## src/rv32CorePkg.sv

```systemverilog
package rv32CorePkg;

	localparam int XLEN = 32;
	localparam int REG_NUM_W = 5;
	localparam int IQ_DEPTH = 4;
	localparam int IQ_PTR_W = $clog2(IQ_DEPTH);
	localparam int CREDIT_W = 3; // holds 0..IQ_DEPTH
	localparam int DMEM_WORDS = 1024;
	localparam int DMEM_AW = $clog2(DMEM_WORDS); // word index from addr[11:2]

	localparam logic [6:0] OP_REG = 7'b0110011;
	localparam logic [6:0] OP_IMM = 7'b0010011;
	localparam logic [6:0] OP_LOAD = 7'b0000011;
	localparam logic [6:0] OP_STORE = 7'b0100011;
	localparam logic [6:0] OP_LUI = 7'b0110111;

	typedef enum logic [3:0] {
		ADD,
		SUB,
		SLL,
		SLT,
		SLTU,
		XOR,
		SRL,
		SRA,
		OR,
		AND,
		PASS_Y // lui
	} aluOp_t;

	typedef enum logic [1:0] {
		NONE,
		LOAD,
		STORE
	} memOp_t;

	typedef struct packed {
		logic valid;
		aluOp_t aluOp;
		memOp_t memOp;
		logic [REG_NUM_W-1:0] rd;
		logic [REG_NUM_W-1:0] rs1;
		logic [REG_NUM_W-1:0] rs2;
		logic useImm;
		logic [XLEN-1:0] imm;
		logic writesRd;
	} decoded_t;

endpackage

```

## src/instrQueue.sv

```systemverilog
`timescale 1ns/1ps

module instrQueue (
	input logic clk,
	input logic reset,
	input logic pushValid_i,
	input logic [rv32CorePkg::XLEN-1:0] pushInstr_i,
	input logic pop_i,
	output logic headValid_o,
	output logic [rv32CorePkg::XLEN-1:0] headInstr_o,
	output logic creditReturn_o
);
	import rv32CorePkg::*;

	logic [XLEN-1:0] buffer [IQ_DEPTH];
	logic [IQ_PTR_W-1:0] wrPtr;
	logic [IQ_PTR_W-1:0] rdPtr;
	logic [CREDIT_W-1:0] count;
	logic doPop;

	assign headValid_o = (count != '0);
	assign headInstr_o = buffer[rdPtr];
	assign doPop = pop_i && headValid_o;
	assign creditReturn_o = doPop; // one credit back per word taken

	// sender credits keep this from ever overflowing
	always_ff @(posedge clk)
	begin
		if (pushValid_i)
			buffer[wrPtr] <= pushInstr_i;
	end

	always_ff @(posedge clk or posedge reset)
	begin
		if (reset)
		begin
			wrPtr <= '0;
			rdPtr <= '0;
			count <= '0;
		end
		else
		begin
			if (pushValid_i)
				wrPtr <= wrPtr + 1'b1;
			if (doPop)
				rdPtr <= rdPtr + 1'b1;
			count <= count + CREDIT_W'(pushValid_i) - CREDIT_W'(doPop);
		end
	end

endmodule

```

## config.mk

```make
export PLATFORM = sky130hd
export DESIGN_NAME = instrQueue
export DESIGN_NICKNAME = d
export VERILOG_FILES = /design/src/rv32CorePkg.sv /design/src/instrQueue.sv
export SDC_FILE = /design/constraint.sdc
export NUM_CORES = 1
export LEC_CHECK = 0
export BUFFER_PORTS_ARGS = -buffer_cell sky130_fd_sc_hd__buf_2
export CORE_ASPECT_RATIO = 1.2
export CORE_UTILIZATION = 33
export CTS_BUF_LIST = sky130_fd_sc_hd__clkbuf_8
export DETAILED_ROUTE_END_ITERATION = 16
export PLACE_DENSITY = 0.59
export SLEW_MARGIN = 20
export SYNTH_ARGS = -nofsm -noshare
export SYNTH_HDL_FRONTEND = slang
export SYNTH_SLANG_ARGS = --single-unit
```

## constraint.sdc

```tcl
create_clock -name clk -period 2.5 [get_ports clk]
set_clock_uncertainty 0.15 [all_clocks]
set_input_delay 0.125 -clock clk [delete_from_list [all_inputs] [get_ports clk]]
set_output_delay 0.125 -clock clk [all_outputs]
set_load 0.01 [all_outputs]
```

==> metrics.txt <==
Sw Share=0.292; Synth area leader=edfxtp_1; Post-Place Cells=477; ys async rst share=0.0519; Iter 0 DRT Violations=64; H-Tree Depth=4; combinational share of power=0.295; status=completed; Root Buffer=clkbuf_8; RSZ-0062 raised after global routing=no; Avg WL per Cell=15.7 microns; Post-synth top cells=128 x edfxtp_1, 28 x mux4_2, 7 x dfrtp_1, 7 x inv_1, 6 x ha_1; antenna cell count=0; Synth Register Bits=135; share of the synthesized area in the top cell type=0.759; CP Data Arrival Time=2.00 ns; nets=371; Post CTS Setup Buffer Count=0; endpoints failing setup=0; final period utilization=0.909; CTS tree=yes; Final Non-Filler Cells=544; via/cell ratio=4.41; Net Sw Power=1.96 mW; crit-path max FO=18; Crit. End Element=primary output; Reg clk slew, reported paths=0.07 ns; first-pass GRT wire length=13.2 mm; critical path class=flop to primary output; Slew Limit Fails=0; count of input and output buffers=69; Routed Wire Length=8.54 mm; Pint=4.74 mW; minimum clock period=2.27 ns; Clock Path Buffers=2; chip height=138 microns; GRT Util Overall=0.121; post-synthesis sequential area ratio=0.793; Sequential Power Share=0.480; Reg2Reg Setup Slack=0.32 ns; Cell Area, Placed=5690 sq um; CTS Buf Count=17; most common flop cell mapped by yosys=edfxtp_1; Final Hold Viols=0; syn_nets=246; routed vias=2398; CP Data Required Time=2.23 ns; die area=15900 sq um; Netlist cell types=19; DRC=0; pwr/cell area=1050 nW/um^2; largest net degree at the start of global routing=33; area growth from synthesis to layout=25.9%; Clk network pwr share=0.225; cells after synthesis=203; Worst-Skew Late Latency=0.43 ns; Antenna Violating Nets Remaining=0; fmax=440 MHz; DP HPWL=5.18 mm; Post-CTS Resized=0; critical path startpoint category=flop; DRT Pass-1 Iters=4; PnR Total Power=6.70 mW; Chip Width=115 microns; top cells by area, synth=edfxtp_1 76%, mux4_2 12%, dfrtp_1 3.5%; GP Congestion=0.684; antenna violations before repair=0; I/O pin count=70; static leakage=2.26 nW; # Max-Cap Violations=0; Mean Syn Cell Area=25.0 sq um; max_slew headroom=0.558; GR Overflow Total=0; Least-Margin Pin Slew=0.663 ns; Hold Path Class=primary input to flop; Core Region=15000 sq um; Post-synth EDFFs=128; Initial Utilization=0.337; clk sinks=135; final std cell area, no fill=6380 sq um; # rows=49; vias in the first global route=2547; TNS Setup=0 ns; Max IR drop VDD=0.562 mV; most frequent cell after synthesis=edfxtp_1; share of post-route cells with drive strength above 1=0.406; synth warn=0; Mapped Area=5070 sq um
flip-flops by register name, indices dropped and copies added, names as in the netlist:
register,cells
buffer,128
count,3
rdPtr,2
wrPtr,2
cells by family (layout without fill, tap and decap cells):
group           after synthesis  after routing  share of synthesized area
flops                       135            135                      0.793
mux                          32             32                      0.145
buf+inv                      15            152                     0.0230
fa+ha+maj                     7              7                     0.0188
simple gates                  6              6                    0.00691
xor+xnor                      5              5                    0.00864
compound gates                3              3                    0.00444
cell type report:
class / count / area (sq um)
fill: 1336 / 8640
multi-input combinational: 53 / 937
inverter: 7 / 26.3
clock inverter: 14 / 95.1
sequential: 135 / 4020
tap: 204 / 255
timing repair buffer: 114 / 811
clock buffer: 17 / 234
power groups by stage:
stage	registers [mW]	logic (mW)	clock network (mW)
6_report	3.21	1.98	1.51
3_5_place_dp	3.28	2.00	0
2_1_floorplan	3.10	1.46	0
5_1_grt	3.27	2.19	1.65
4_1_cts	3.23	2.05	1.56
3_3_place_gp	3.26	1.98	0
per-stage QoR:
step	setup WS, ns	hold WS [ns]	utilization
floorplan	0.368	-0.222	-
global placement	0.386	-0.0894	0.379
detailed placement	0.320	-0.0807	0.379
CTS	0.136	0.251	0.425
global route	0.0869	0.266	0.425
finish	0.228	0.292	0.425
layout by cell type, fill, tap and decap left out, drive strengths merged, types with 2 or more instances in the layout:
master and instances:
xor2 2, and2 4, dlygate4sd3 36, edfxtp 128, clkinv 10, ha 6, xnor2 3, buf 78
mux4 32, dfrtp 7, clkbuf 17, inv 9
final timing paths:
check / from / end / cells past startpoint
min in group asynchronous: reset / count[1] / 4
min reg2reg: wrPtr[0] / wrPtr[0] / 1
max in group asynchronous: reset / rdPtr[0] / 4
min: pushInstr_i[3] / buffer[0][3] / 2
max: rdPtr[0] / headInstr_o[1] / 3
max reg2reg: count[1] / count[2] / 7
critical path, cell delays in order, from the launching register on:
cell	delay [ns]
dfrtp_2	0.58
buf_12	0.24
mux4_1	0.57
buf_2	0.17
layer usage:
layer,GRT usage,wire [microns],vias to the layer above
li1,-,-,1094
met1,0.137,3650,1225
met2,0.199,4300,60
met3,0.0431,420,19
met4,0.0649,174,0
met5,0,0,-
timing repair:
item	in CTS	in global routing
endpoints found under the setup margin	0	0
hold buffers	36	0
endpoints found under the hold margin	140	0
Note: power is estimated with default switching activity, not from simulation.
