--- src/rv32CorePkg.sv ---
package rv32CorePkg;

	localparam int XLEN = 32;
	localparam int REG_NUM_W = 5;
	localparam int IQ_DEPTH = 4;
	localparam int IQ_PTR_W = $clog2(IQ_DEPTH);
	localparam int CREDIT_W = 3; // holds 0..IQ_DEPTH
	localparam int DMEM_WORDS = 1024;
	localparam int DMEM_AW = $clog2(DMEM_WORDS); // word index from addr[11:2]

	localparam logic [6:0] OP_REG = 7'b0110011;
	localparam logic [6:0] OP_IMM = 7'b0010011;
	localparam logic [6:0] OP_LOAD = 7'b0000011;
	localparam logic [6:0] OP_STORE = 7'b0100011;
	localparam logic [6:0] OP_LUI = 7'b0110111;

	typedef enum logic [3:0] {
		ADD,
		SUB,
		SLL,
		SLT,
		SLTU,
		XOR,
		SRL,
		SRA,
		OR,
		AND,
		PASS_Y // lui
	} aluOp_t;

	typedef enum logic [1:0] {
		NONE,
		LOAD,
		STORE
	} memOp_t;

	typedef struct packed {
		logic valid;
		aluOp_t aluOp;
		memOp_t memOp;
		logic [REG_NUM_W-1:0] rd;
		logic [REG_NUM_W-1:0] rs1;
		logic [REG_NUM_W-1:0] rs2;
		logic useImm;
		logic [XLEN-1:0] imm;
		logic writesRd;
	} decoded_t;

endpackage

--- src/pipeBus.sv ---


interface wbBus_if;
	import rv32CorePkg::*;

	logic wbValid;
	logic [REG_NUM_W-1:0] wbRd;
	logic [XLEN-1:0] wbData;
	logic wbWrite; // rd is a real destination

	modport src (output wbValid, wbRd, wbData, wbWrite);
	modport regs (input wbValid, wbRd, wbData, wbWrite);
	modport fwd (input wbValid, wbRd, wbData, wbWrite);
endinterface

--- src/regFile.sv ---
`timescale 1ns/1ps

module regFile (
	input logic clk,
	input logic reset,
	input logic [rv32CorePkg::REG_NUM_W-1:0] rs1Num_i,
	input logic [rv32CorePkg::REG_NUM_W-1:0] rs2Num_i,
	output logic [rv32CorePkg::XLEN-1:0] rs1Data_o,
	output logic [rv32CorePkg::XLEN-1:0] rs2Data_o,
	wbBus_if.regs wb
);
	import rv32CorePkg::*;

	logic [XLEN-1:0] regs [2**REG_NUM_W];
	logic wrEn;

	assign wrEn = wb.wbValid && wb.wbWrite && wb.wbRd != '0; // x0 never written

	always_ff @(posedge clk or posedge reset)
	begin
		if (reset)
		begin
			for (int i = 0; i < 2**REG_NUM_W; i++)
				regs[i] <= '0;
		end
		else if (wrEn)
			regs[wb.wbRd] <= wb.wbData;
	end

	// same-cycle write shows through to the reader
	assign rs1Data_o = (rs1Num_i == '0) ? '0 :
		(wrEn && wb.wbRd == rs1Num_i) ? wb.wbData : regs[rs1Num_i];
	assign rs2Data_o = (rs2Num_i == '0) ? '0 :
		(wrEn && wb.wbRd == rs2Num_i) ? wb.wbData : regs[rs2Num_i];

endmodule

--- src/flat_wrapper.sv ---
// flat-port wrapper written by rule: the top's interface ports become plain ports
module regFile_flat import rv32CorePkg::*;
  (clk, reset, rs1Num_i, rs2Num_i, rs1Data_o, rs2Data_o, wb_wbValid, wb_wbRd, wb_wbData, wb_wbWrite);
  wbBus_if wb_i ();
  input logic clk;
  input logic reset;
  input logic [rv32CorePkg::REG_NUM_W-1:0] rs1Num_i;
  input logic [rv32CorePkg::REG_NUM_W-1:0] rs2Num_i;
  output logic [rv32CorePkg::XLEN-1:0] rs1Data_o;
  output logic [rv32CorePkg::XLEN-1:0] rs2Data_o;
  input wire logic [$bits(wb_i.wbValid)-1:0] wb_wbValid;
  input wire logic [$bits(wb_i.wbRd)-1:0] wb_wbRd;
  input wire logic [$bits(wb_i.wbData)-1:0] wb_wbData;
  input wire logic [$bits(wb_i.wbWrite)-1:0] wb_wbWrite;
  assign wb_i.wbValid = wb_wbValid;
  assign wb_i.wbRd = wb_wbRd;
  assign wb_i.wbData = wb_wbData;
  assign wb_i.wbWrite = wb_wbWrite;
  regFile u_core (.clk(clk), .reset(reset), .rs1Num_i(rs1Num_i), .rs2Num_i(rs2Num_i), .rs1Data_o(rs1Data_o), .rs2Data_o(rs2Data_o), .wb(wb_i));
endmodule
--- config.mk ---
export PLATFORM = sky130hd
export DESIGN_NAME = regFile_flat
export DESIGN_NICKNAME = d
export VERILOG_FILES = /design/src/rv32CorePkg.sv /design/src/pipeBus.sv /design/src/regFile.sv /design/src/flat_wrapper.sv
export SDC_FILE = /design/constraint.sdc
export NUM_CORES = 2
export LEC_CHECK = 0
export BUFFER_PORTS_ARGS = -buffer_cell sky130_fd_sc_hd__buf_4
export CORE_MARGIN = 10
export CORE_UTILIZATION = 64
export DETAILED_ROUTE_END_ITERATION = 12
export PLACE_DENSITY = 0.81
export SYNTH_ARGS = -nofsm -noshare
export SYNTH_HDL_FRONTEND = slang
export SYNTH_SLANG_ARGS = --single-unit
--- constraint.sdc ---
create_clock -name clk -period 40.7 [get_ports clk]
set_input_delay 8.14 -clock clk [delete_from_list [all_inputs] [get_ports clk]]
set_output_delay 8.14 -clock clk [all_outputs]
set_load 0.005 [all_outputs]
==> impl_results.md <==
* Max reg flops at approximately 1.0k
* Grt ovf at 0
* Die H at ~320 um
* Worst ir drop on vdd at around 0.038 mV
* Post_cts resized at 0
* Cell Chain, Critical Path: buf_6 > buf_4 > buf_4 > and3b_1 > buf_4 > a32o_1 > a2111oi_2 > a211oi_1 > a21oi_1 > buf_4
* Power Total at between 2 and 3 mW
* Largest net degree at the start of global routing at 117
* Setup crit start kind: input port
* WL/cell at approximately 36 um
* Initial antenna violation count at 11
* Commonest cells post-synth: dfrtp_1, mux2_2, mux2i_1
* Most frequent cell after synthesis: dfrtp_1
* P_leak at roughly 28 nW
* Fmax at about 47 MHz
* Setup TNS at 0 ps
* FF-to-FF Start: u_core.regs[689]$_DFFE_PP0P_
* First-pass GRT wire length at between 200 and 300 mm
* Share of layout cells above drive strength 1 at 0.446
* Cell variety after synth at 81
* Gpl congestion at 0.884
* Fin. Hold Viols at 0
* Detail Route Antenna Nets at 0
* Root buffer cell: clkbuf_16
* Synth Instances at between 4k and 5k
* CP Max Fanout at 48
* DRT iter0 DRCs at ~6k
* Crit-path max cell delay at 820 ps
* Crit path DAT at between 10000 and 15000 ps
* Ys flop type: dfrtp_1
* Core Area at 87000 um^2
* HP Start: u_core.regs[1010]$_DFFE_PP0P_
* Seq/Total Area, Yosys at 0.455
* Final WS setup at between 15000 and 20000 ps
* Worst hold path class: flip-flop to flip-flop
* FFs w/ async S/R, synth at 1.00
* DP Worst Slack at between 15000 and 20000 ps
* Hold endpoint: u_core.regs[1010]$_DFFE_PP0P_
* Die W at between 300 and 400 um
* Post-Syn Area at between 50000 and 60000 um^2
* Flops & latches, synth at about 1k
* Clk slew on worst S/H paths at 60 ps
* Final critical-path share of the clock period at 0.519
* Largest regs: u_core.regs (1024)
* Post-CTS setup buffer count at 0
* Worst path slowest cell: buf_4
* Nets at approximately 4k
* Port Buffers at around 110
* Worst skew pair latency at ~690 ps
* Detailed Route WL at 188 mm
* Initial core utilization at 0.647
* Clk_skew at 0 ps
* Min Tclk post-route at 21100 ps
* Critical path required time at about 33000 ps
* Most common cell on crit path: buf_4
* Die area at approximately 100000 um^2
* DRC at 0
* All-layer global routing usage at 0.372
* Reg with most FFs: u_core.regs
* Worst r2r dst: u_core.regs[689]$_DFFE_PP0P_
* Vias in the first global route at 39.8k
* Num CTS Buffers at 107
* Post-synth top area cell: dfrtp_1
* Slew margin rel. at 0.0867
* YS warnings at 0
* Top Ports at roughly 120
* RSZ-0062 raised after global routing: no
* Worst setup EP type: output port
* Final setup fails at 0
* Fin. max-slew vios at 0
* Syn-to-layout area delta at 7.82%
* Clock Tree Buf Depth at 3
* Critical path type: input port to output port
* Htree depth at 3
* Synth top area share at 0.455
* CTS tree: built
* Outcome: finished clean
* EDFF count, synth at 0
* Flop2flop setup slack at ~40000 ps
* TritonRoute pass-1 iters at 9
* Hold Slack at approximately 400 ps
* Worst R2R Path Depth at 1
* Mean post-synth cell area at roughly 14 um^2
* Post-DP HPWL at between 100 and 150 mm
* FP Rows at roughly 110
* Worst Max-Slew Pin Slew at 1350 ps
* Area contributors post-synth: dfrtp_1, mux2_2, mux4_2
* Filler cell count at 5761
* Vias after detailed routing at 40.0k
* Vias per inst at roughly 7.8
* Maxcap violations at 0
* Number of clock sinks at between 1k and 1.5k
* Hold Path Stages at 0
* Power per cell area at 45.0 nW/um^2
* # hold bufs at CTS at 0
* Syn nets at around 4.1k
==> cell usage in the layout, fill, tap and decap left out, drive strengths merged, types with 16 or more instances in the layout <==
master | netlist | layout
a2111oi | 21 | 21
a211oi | 29 | 29
a21oi | 64 | 64
a221o | 26 | 26
a221oi | 79 | 79
a22o | 19 | 19
a22oi | 53 | 53
buf | 236 | 216
clkbuf | 220 | 151
clkinv | 1 | 28
dfrtp | 1024 | 1024
mux2 | 1024 | 1024
mux2i | 396 | 396
mux4 | 316 | 316
nand2 | 93 | 93
nor2 | 65 | 65
nor3 | 16 | 16
o211ai | 22 | 22
o21ai | 81 | 81
o22a | 16 | 16
o22ai | 53 | 53
==> through the flow <==
stage,util,instance area [um^2],std cells
5_1_grt,0.698,60700,5152
2_1_floorplan,-,56300,4043
6_report,0.698,60700,5157
4_1_cts,0.698,60700,5150
3_3_place_gp,0.656,57100,4958
3_5_place_dp,0.656,57100,4958
==> worst max-delay path, delay by kind of cell <==
family          cells  cell delay (ps)
compound gates      4             1120
buf+inv             5             2760
simple gates        1              770
==> layout make-up <==
cell class | count | area (um^2) | share of cell area
clock buffers | 151 | 3090 | 0.0509
diodes | 7 | 17.5 | 0.000288
clock inverters | 41 | 502 | 0.00826
well taps | 1155 | 1450 | 0.0238
multi-input cells | 2556 | 28300 | 0.467
flip-flops and latches | 1024 | 25600 | 0.422
inverters | 7 | 33.8 | 0.000556
repair buffers | 216 | 1670 | 0.0275
==> power by group <==
| part | switching [mW] | internal (mW) | total (mW) |
|---|---|---|---|
| sequential | 0.0998 | 1.15 | 1.25 |
| combinational | 0.224 | 0.248 | 0.472 |
| clock | 0.421 | 0.590 | 1.01 |
| total | 0.745 | 1.99 | 2.73 |
==> logic make-up (layout without fill, tap and decap cells) <==
| group | after synthesis | count (layout) | share of synthesized area |
|---|---|---|---|
| XOR/XNOR | 10 | 10 | 0.00155 |
| flip-flops | 1024 | 1024 | 0.455 |
| AND/OR/NAND/NOR | 272 | 272 | 0.0246 |
| other | 0 | 7 | 0 |
| AO/OA/AOI/OAI | 538 | 538 | 0.0711 |
| buffers and inverters | 463 | 415 | 0.0454 |
| multiplexers | 1736 | 1736 | 0.402 |
==> per-layer routing <==
metal,vias up,GRT usage,wire length [um]
met5,-,0,52
met4,6,0.226,13800
met3,876,0.137,27200
met2,3189,0.529,79900
met1,20592,0.483,67100
li1,15310,-,-
==> worst max-delay path by stage <==
stage               cells after the start   startpoint                          to
floorplan                               1        reset  u_core.regs[0]$_DFFE_PP0P_
CTS                                    10  rs2Num_i[1]               rs2Data_o[14]
detailed placement                     10  rs2Num_i[1]               rs2Data_o[14]
global placement                       10  rs2Num_i[1]               rs2Data_o[14]
finish                                 10  rs2Num_i[1]               rs2Data_o[14]
global route                           10  rs2Num_i[1]               rs2Data_o[14]
Power figures use the tool's default switching activity.
