<file path="src/rv32CorePkg.sv">
package rv32CorePkg;

	localparam int XLEN = 32;
	localparam int REG_NUM_W = 5;
	localparam int IQ_DEPTH = 4;
	localparam int IQ_PTR_W = $clog2(IQ_DEPTH);
	localparam int CREDIT_W = 3; // holds 0..IQ_DEPTH
	localparam int DMEM_WORDS = 1024;
	localparam int DMEM_AW = $clog2(DMEM_WORDS); // word index from addr[11:2]

	localparam logic [6:0] OP_REG = 7'b0110011;
	localparam logic [6:0] OP_IMM = 7'b0010011;
	localparam logic [6:0] OP_LOAD = 7'b0000011;
	localparam logic [6:0] OP_STORE = 7'b0100011;
	localparam logic [6:0] OP_LUI = 7'b0110111;

	typedef enum logic [3:0] {
		ADD,
		SUB,
		SLL,
		SLT,
		SLTU,
		XOR,
		SRL,
		SRA,
		OR,
		AND,
		PASS_Y // lui
	} aluOp_t;

	typedef enum logic [1:0] {
		NONE,
		LOAD,
		STORE
	} memOp_t;

	typedef struct packed {
		logic valid;
		aluOp_t aluOp;
		memOp_t memOp;
		logic [REG_NUM_W-1:0] rd;
		logic [REG_NUM_W-1:0] rs1;
		logic [REG_NUM_W-1:0] rs2;
		logic useImm;
		logic [XLEN-1:0] imm;
		logic writesRd;
	} decoded_t;

endpackage

</file>
<file path="src/pipeBus.sv">
`timescale 1ns/1ps

// decode register contents as seen by execute
interface exBus_if;
	import rv32CorePkg::*;

	decoded_t decoded;
	logic [XLEN-1:0] rs1Data;
	logic [XLEN-1:0] rs2Data;
	logic [REG_NUM_W-1:0] rs1Num; // zero when operand unused
	logic [REG_NUM_W-1:0] rs2Num;

	modport dec (output decoded, rs1Data, rs2Data, rs1Num, rs2Num);
	modport ex (input decoded, rs1Data, rs2Data, rs1Num, rs2Num);
endinterface


</file>
<file path="src/decodeStage.sv">
`timescale 1ns/1ps

module decodeStage (
	input logic clk,
	input logic reset,
	input logic headValid_i,
	input logic [rv32CorePkg::XLEN-1:0] headInstr_i,
	output logic pop_o,
	input logic [rv32CorePkg::REG_NUM_W-1:0] exRd_i,
	input logic exIsLoad_i,
	input logic exValid_i,
	output logic [rv32CorePkg::REG_NUM_W-1:0] rs1Num_o,
	output logic [rv32CorePkg::REG_NUM_W-1:0] rs2Num_o,
	input logic [rv32CorePkg::XLEN-1:0] rs1Data_i,
	input logic [rv32CorePkg::XLEN-1:0] rs2Data_i,
	exBus_if.dec ex
);
	import rv32CorePkg::*;

	decoded_t dec;
	logic usesRs1;
	logic usesRs2;
	logic hazard;
	logic [6:0] opcode;
	logic [2:0] funct3;

	assign opcode = headInstr_i[6:0];
	assign funct3 = headInstr_i[14:12];
	assign rs1Num_o = headInstr_i[19:15];
	assign rs2Num_o = headInstr_i[24:20];

	always_comb
	begin
		dec = '0;
		dec.rs1 = rs1Num_o;
		dec.rs2 = rs2Num_o;
		dec.aluOp = ADD;
		dec.memOp = NONE;
		usesRs1 = 1'b1;
		usesRs2 = 1'b0;
		case (opcode)
			OP_REG:
			begin
				dec.writesRd = 1'b1;
				usesRs2 = 1'b1;
			end
			OP_IMM, OP_LOAD:
			begin
				dec.writesRd = 1'b1;
				dec.useImm = 1'b1;
				dec.imm = {{20{headInstr_i[31]}}, headInstr_i[31:20]};
				if (opcode == OP_LOAD)
					dec.memOp = LOAD;
			end
			OP_STORE:
			begin
				dec.useImm = 1'b1;
				dec.imm = {{20{headInstr_i[31]}}, headInstr_i[31:25], headInstr_i[11:7]};
				dec.memOp = STORE;
				usesRs2 = 1'b1; // store data
			end
			OP_LUI:
			begin
				dec.writesRd = 1'b1;
				dec.useImm = 1'b1;
				dec.imm = {headInstr_i[31:12], 12'b0};
				dec.aluOp = PASS_Y;
				usesRs1 = 1'b0;
			end
			default: usesRs1 = 1'b0; // unknown opcode retires as a no-op
		endcase
		if (opcode == OP_REG || opcode == OP_IMM)
		begin
			case (funct3)
				3'd0: dec.aluOp = (opcode == OP_REG && headInstr_i[30]) ? SUB : ADD;
				3'd1: dec.aluOp = SLL;
				3'd2: dec.aluOp = SLT;
				3'd3: dec.aluOp = SLTU;
				3'd4: dec.aluOp = XOR;
				3'd5: dec.aluOp = (opcode == OP_REG ? headInstr_i[30] : dec.imm[10]) ? SRA : SRL;
				3'd6: dec.aluOp = OR;
				default: dec.aluOp = AND;
			endcase
		end
		dec.rd = dec.writesRd ? headInstr_i[11:7] : '0;
	end

	// loaded value is not ready for a consumer directly behind the load
	assign hazard = exValid_i && exIsLoad_i && exRd_i != '0 &&
		((usesRs1 && rs1Num_o == exRd_i) || (usesRs2 && rs2Num_o == exRd_i));
	assign pop_o = headValid_i && !hazard;

	always_ff @(posedge clk or posedge reset)
	begin
		if (reset)
		begin
			ex.decoded <= '0;
			ex.rs1Num <= '0;
			ex.rs2Num <= '0;
		end
		else
		begin
			ex.decoded <= dec;
			ex.decoded.valid <= pop_o; // bubble on stall or empty queue
			ex.rs1Num <= usesRs1 ? rs1Num_o : '0;
			ex.rs2Num <= usesRs2 ? rs2Num_o : '0;
		end
	end

	always_ff @(posedge clk)
	begin
		ex.rs1Data <= rs1Data_i;
		ex.rs2Data <= rs2Data_i;
	end

endmodule

</file>
<file path="src/flat_wrapper.sv">
// flat-port wrapper written by rule: the top's interface ports become plain ports
module decodeStage_flat import rv32CorePkg::*;
  (clk, reset, headValid_i, headInstr_i, pop_o, exRd_i, exIsLoad_i, exValid_i, rs1Num_o, rs2Num_o, rs1Data_i, rs2Data_i, ex_decoded, ex_rs1Data, ex_rs2Data, ex_rs1Num, ex_rs2Num);
  exBus_if ex_i ();
  input logic clk;
  input logic reset;
  input logic headValid_i;
  input logic [rv32CorePkg::XLEN-1:0] headInstr_i;
  output logic pop_o;
  input logic [rv32CorePkg::REG_NUM_W-1:0] exRd_i;
  input logic exIsLoad_i;
  input logic exValid_i;
  output logic [rv32CorePkg::REG_NUM_W-1:0] rs1Num_o;
  output logic [rv32CorePkg::REG_NUM_W-1:0] rs2Num_o;
  input logic [rv32CorePkg::XLEN-1:0] rs1Data_i;
  input logic [rv32CorePkg::XLEN-1:0] rs2Data_i;
  output wire logic [$bits(ex_i.decoded)-1:0] ex_decoded;
  output wire logic [$bits(ex_i.rs1Data)-1:0] ex_rs1Data;
  output wire logic [$bits(ex_i.rs2Data)-1:0] ex_rs2Data;
  output wire logic [$bits(ex_i.rs1Num)-1:0] ex_rs1Num;
  output wire logic [$bits(ex_i.rs2Num)-1:0] ex_rs2Num;
  assign ex_decoded = ex_i.decoded;
  assign ex_rs1Data = ex_i.rs1Data;
  assign ex_rs2Data = ex_i.rs2Data;
  assign ex_rs1Num = ex_i.rs1Num;
  assign ex_rs2Num = ex_i.rs2Num;
  decodeStage u_core (.clk(clk), .reset(reset), .headValid_i(headValid_i), .headInstr_i(headInstr_i), .pop_o(pop_o), .exRd_i(exRd_i), .exIsLoad_i(exIsLoad_i), .exValid_i(exValid_i), .rs1Num_o(rs1Num_o), .rs2Num_o(rs2Num_o), .rs1Data_i(rs1Data_i), .rs2Data_i(rs2Data_i), .ex(ex_i));
endmodule
</file>
<file path="config.mk">
export PLATFORM = sky130hd
export DESIGN_NAME = decodeStage_flat
export DESIGN_NICKNAME = d
export VERILOG_FILES = /design/src/rv32CorePkg.sv /design/src/pipeBus.sv /design/src/decodeStage.sv /design/src/flat_wrapper.sv
export SDC_FILE = /design/constraint.sdc
export NUM_CORES = 1
export LEC_CHECK = 0
export BUFFER_PORTS_ARGS = -buffer_cell sky130_fd_sc_hd__buf_2
export CORE_ASPECT_RATIO = 0.75
export CORE_MARGIN = 5
export CORE_UTILIZATION = 25
export CTS_BUF_LIST = sky130_fd_sc_hd__clkbuf_4 sky130_fd_sc_hd__clkbuf_8
export DETAILED_ROUTE_END_ITERATION = 16
export GPL_TIMING_DRIVEN = 0
export PLACE_DENSITY = 0.62
export SYNTH_ARGS = -nofsm -noshare
export SYNTH_HDL_FRONTEND = slang
export SYNTH_SLANG_ARGS = --single-unit
</file>
<file path="constraint.sdc">
create_clock -name clk -period 2.25 [get_ports clk]
set_input_delay 0.1125 -clock clk [delete_from_list [all_inputs] [get_ports clk]]
set_output_delay 0.1125 -clock clk [all_outputs]
set_load 0.02 [all_outputs]
</file>
==> reports/results.ini <==
[min_path]
hp-start=headInstr_i[5]
holdPathEnd=u_core.ex.decoded[1]$_DFF_PP0_
whs_path_depth=4
hold_class=primary input to register

[setup_path]
startpoint_type=primary input
worst-path-max-fanout=4
critPathRequiredTime_ps=2620
endpoint_kind=register
worstPathArrival_ps=2080
path_class=primary input to register

[finish]
final_nets=721
syn_to_final_growth_pct=74.50
regArea_um2=2933
stdcell_count=829
final_common_cell=buf_2
multiInputGateArea_um2=711.9
design_area_um2=6594
mostFrequentLayoutCells=buf_2, dlygate4sd3_1, dfrtp_1
drive_above_1_share_pct=47.93
n_fill_cell=1382

[route]
antenna_left=0
vias=3342
wl_per_cell_um=17.05
drt-pass1-iter-count=6
dr.max_layer_used=met4
drt_iter0_drc=151
wl_met1_mm=5.440
totalWireLength_mm=14.13
met2RoutedLength_mm=7.445
drc=0
routed-wl-met3_um=919
viasPerCell=4.031

[sta]
tightest_slew_ps=663.8
slew_headroom_pct=55.68
min_period_ps=1704
finalSetupViolations=0
hold_violations=0
max_freq_ghz=0.5870
post-route-period-util_pct=75.72
drv_slew=0
rsz0062_at_grt=no

[clock_tree]
cts-htree-levels=4
cts-root-buf=clkbuf_8
post_cts_resize_count=0
cts_buffers=17
post_cts_buffers=0
max-clock-path-buffers=2
path_clk_slew_ps=80
hold_buffers=93
cts.sinks=130
tritoncts=done

[synthesis]
synth_area_um2=3779
ys_seq_area_share_pct=77.62
synth.avg_cell_area_um2=14.76
syn-num-nets=362
synthFlopType=dfrtp_1
yosysWarnings=0
synth_cell_type_count=35
synth_cells=256
ys_async_sr_fraction_pct=50.77
synth-seq-cells=130
synth-edff-count=0

[power_and_ir_drop]
p_per_area_nw_per_um2=744.8
peakVddDrop_mv=0.2848
fin_total_pwr_mw=4.911
cellLeakagePower_nw=3.587

[placed_design]
portBuffers=246
placed_area_um2=5280
dp_cells=703
place_congestion=0.7914
hpwl_mm=9.763

[die]
die_h_um=116.5
core_area_um2=14640
initial_utilization_pct=25.80
placementRows=38
boundaryPins=247
dieArea_um2=17700
die_width_um=152.0

[grt]
grt_use_total_pct=16.09
grt_max_degree=38
antenna_found_initial=0
grt_pass1_wl_mm=21.30
grt_pass1_vias=3737
gr-total-overflow=0

[run]
maxCapViolCount=0

[outcome]
outcome=finished, final reports clean

cell usage after synthesis, drive strengths merged, types with 2 or more instances:
| master | count | area (µm²) |
|---|---|---|
| and2 | 18 | 117.6 |
| nand2 | 8 | 30.03 |
| nor2 | 10 | 40.04 |
| dfrtp | 66 | 1652 |
| a21o | 19 | 142.6 |
| o21a | 2 | 15.01 |
| clkbuf | 4 | 16.26 |
| o21bai | 2 | 15.01 |
| nor2b | 6 | 37.54 |
| or2 | 2 | 12.51 |
| nor3 | 4 | 31.28 |
| a21oi | 7 | 35.03 |
| and3 | 6 | 37.54 |
| inv | 2 | 7.510 |
| buf | 14 | 110.1 |
| xnor2 | 10 | 87.58 |
| dfxtp | 64 | 1281 |
sequential cells by signal (all words and copies together), names as in the netlist:
register / flops
u_core.ex.rs2Data: 32
u_core.ex.rs1Num: 5
u_core.ex.decoded: 56
u_core.ex.rs2Num: 5
u_core.ex.rs1Data: 32
power breakdown:
part | leakage, nW | internal (mW) | switching (mW) | total, mW
registers | 1.43 | 2.40 | 0.0210 | 2.42
logic | 1.96 | 0.276 | 0.307 | 0.583
clock network | 0.192 | 0.852 | 1.06 | 1.91
total | 3.59 | 3.53 | 1.39 | 4.91
metal layers:
layer / GRT usage (%) / vias to the layer above
li1: - / 1547
met1: 17.16 / 1623
met2: 29.14 / 144
met3: 6.593 / 28
met4: 5.928 / 0
met5: 0 / -
layout make-up:
class | count | share of cell area [%]
clock inverters | 14 | 2.011
clock buffers | 18 | 3.757
well taps | 200 | 3.795
diodes | 1 | 0.03795
flip-flops and latches | 130 | 44.48
plain buffers | 18 | 1.917
repair buffers | 340 | 33.09
multi-input cells | 106 | 10.80
inverters | 2 | 0.1139
cells by family (layout without fill, tap and decap cells):
family	count (synthesis)	count (layout)	share of synthesized area (%)
buf+inv	20	392	3.543
xor+xnor	10	10	2.318
other cells	0	1	0
simple gates	60	60	9.703
compound gates	36	36	6.821
flops	130	130	77.62
how the worst max path moves through the flow:
stage / slack, ps / to / startpoint
6_report: 550 / u_core.ex.decoded[51]$_DFF_PP0_ / headInstr_i[30]
5_1_grt: 430 / pop_o / headInstr_i[15]
4_1_cts: 530 / pop_o / headInstr_i[15]
3_5_place_dp: 630 / pop_o / exRd_i[0]
3_3_place_gp: -320 / u_core.ex.decoded[18]$_DFF_PP0_ / reset
2_1_floorplan: 480 / u_core.ex.decoded[0]$_DFF_PP0_ / reset
per-stage QoR:
| step | setup TNS, ps | worst slack, ps | hold WS, ps | utilization (%) |
|---|---|---|---|---|
| floorplan | 0 | 482.7 | 140.2 | - |
| global placement | -20240 | -315.5 | 215.1 | 35.92 |
| detailed placement | 0 | 631.5 | 216.2 | 36.06 |
| CTS | 0 | 529.6 | 43.56 | 45.01 |
| global route | 0 | 434.0 | 53.20 | 45.01 |
| finish | 0 | 546.4 | 87.52 | 45.03 |
critical path, cell delays in order:
cell,delay [ps]
dlygate4sd3_1,550
buf_2,160
nand2b_1,60
o21ai_0,140
nand2_1,90
a2111oi_2,370
dlygate4sd3_1,600
No activity file was read; power rests on OpenSTA's default activity.
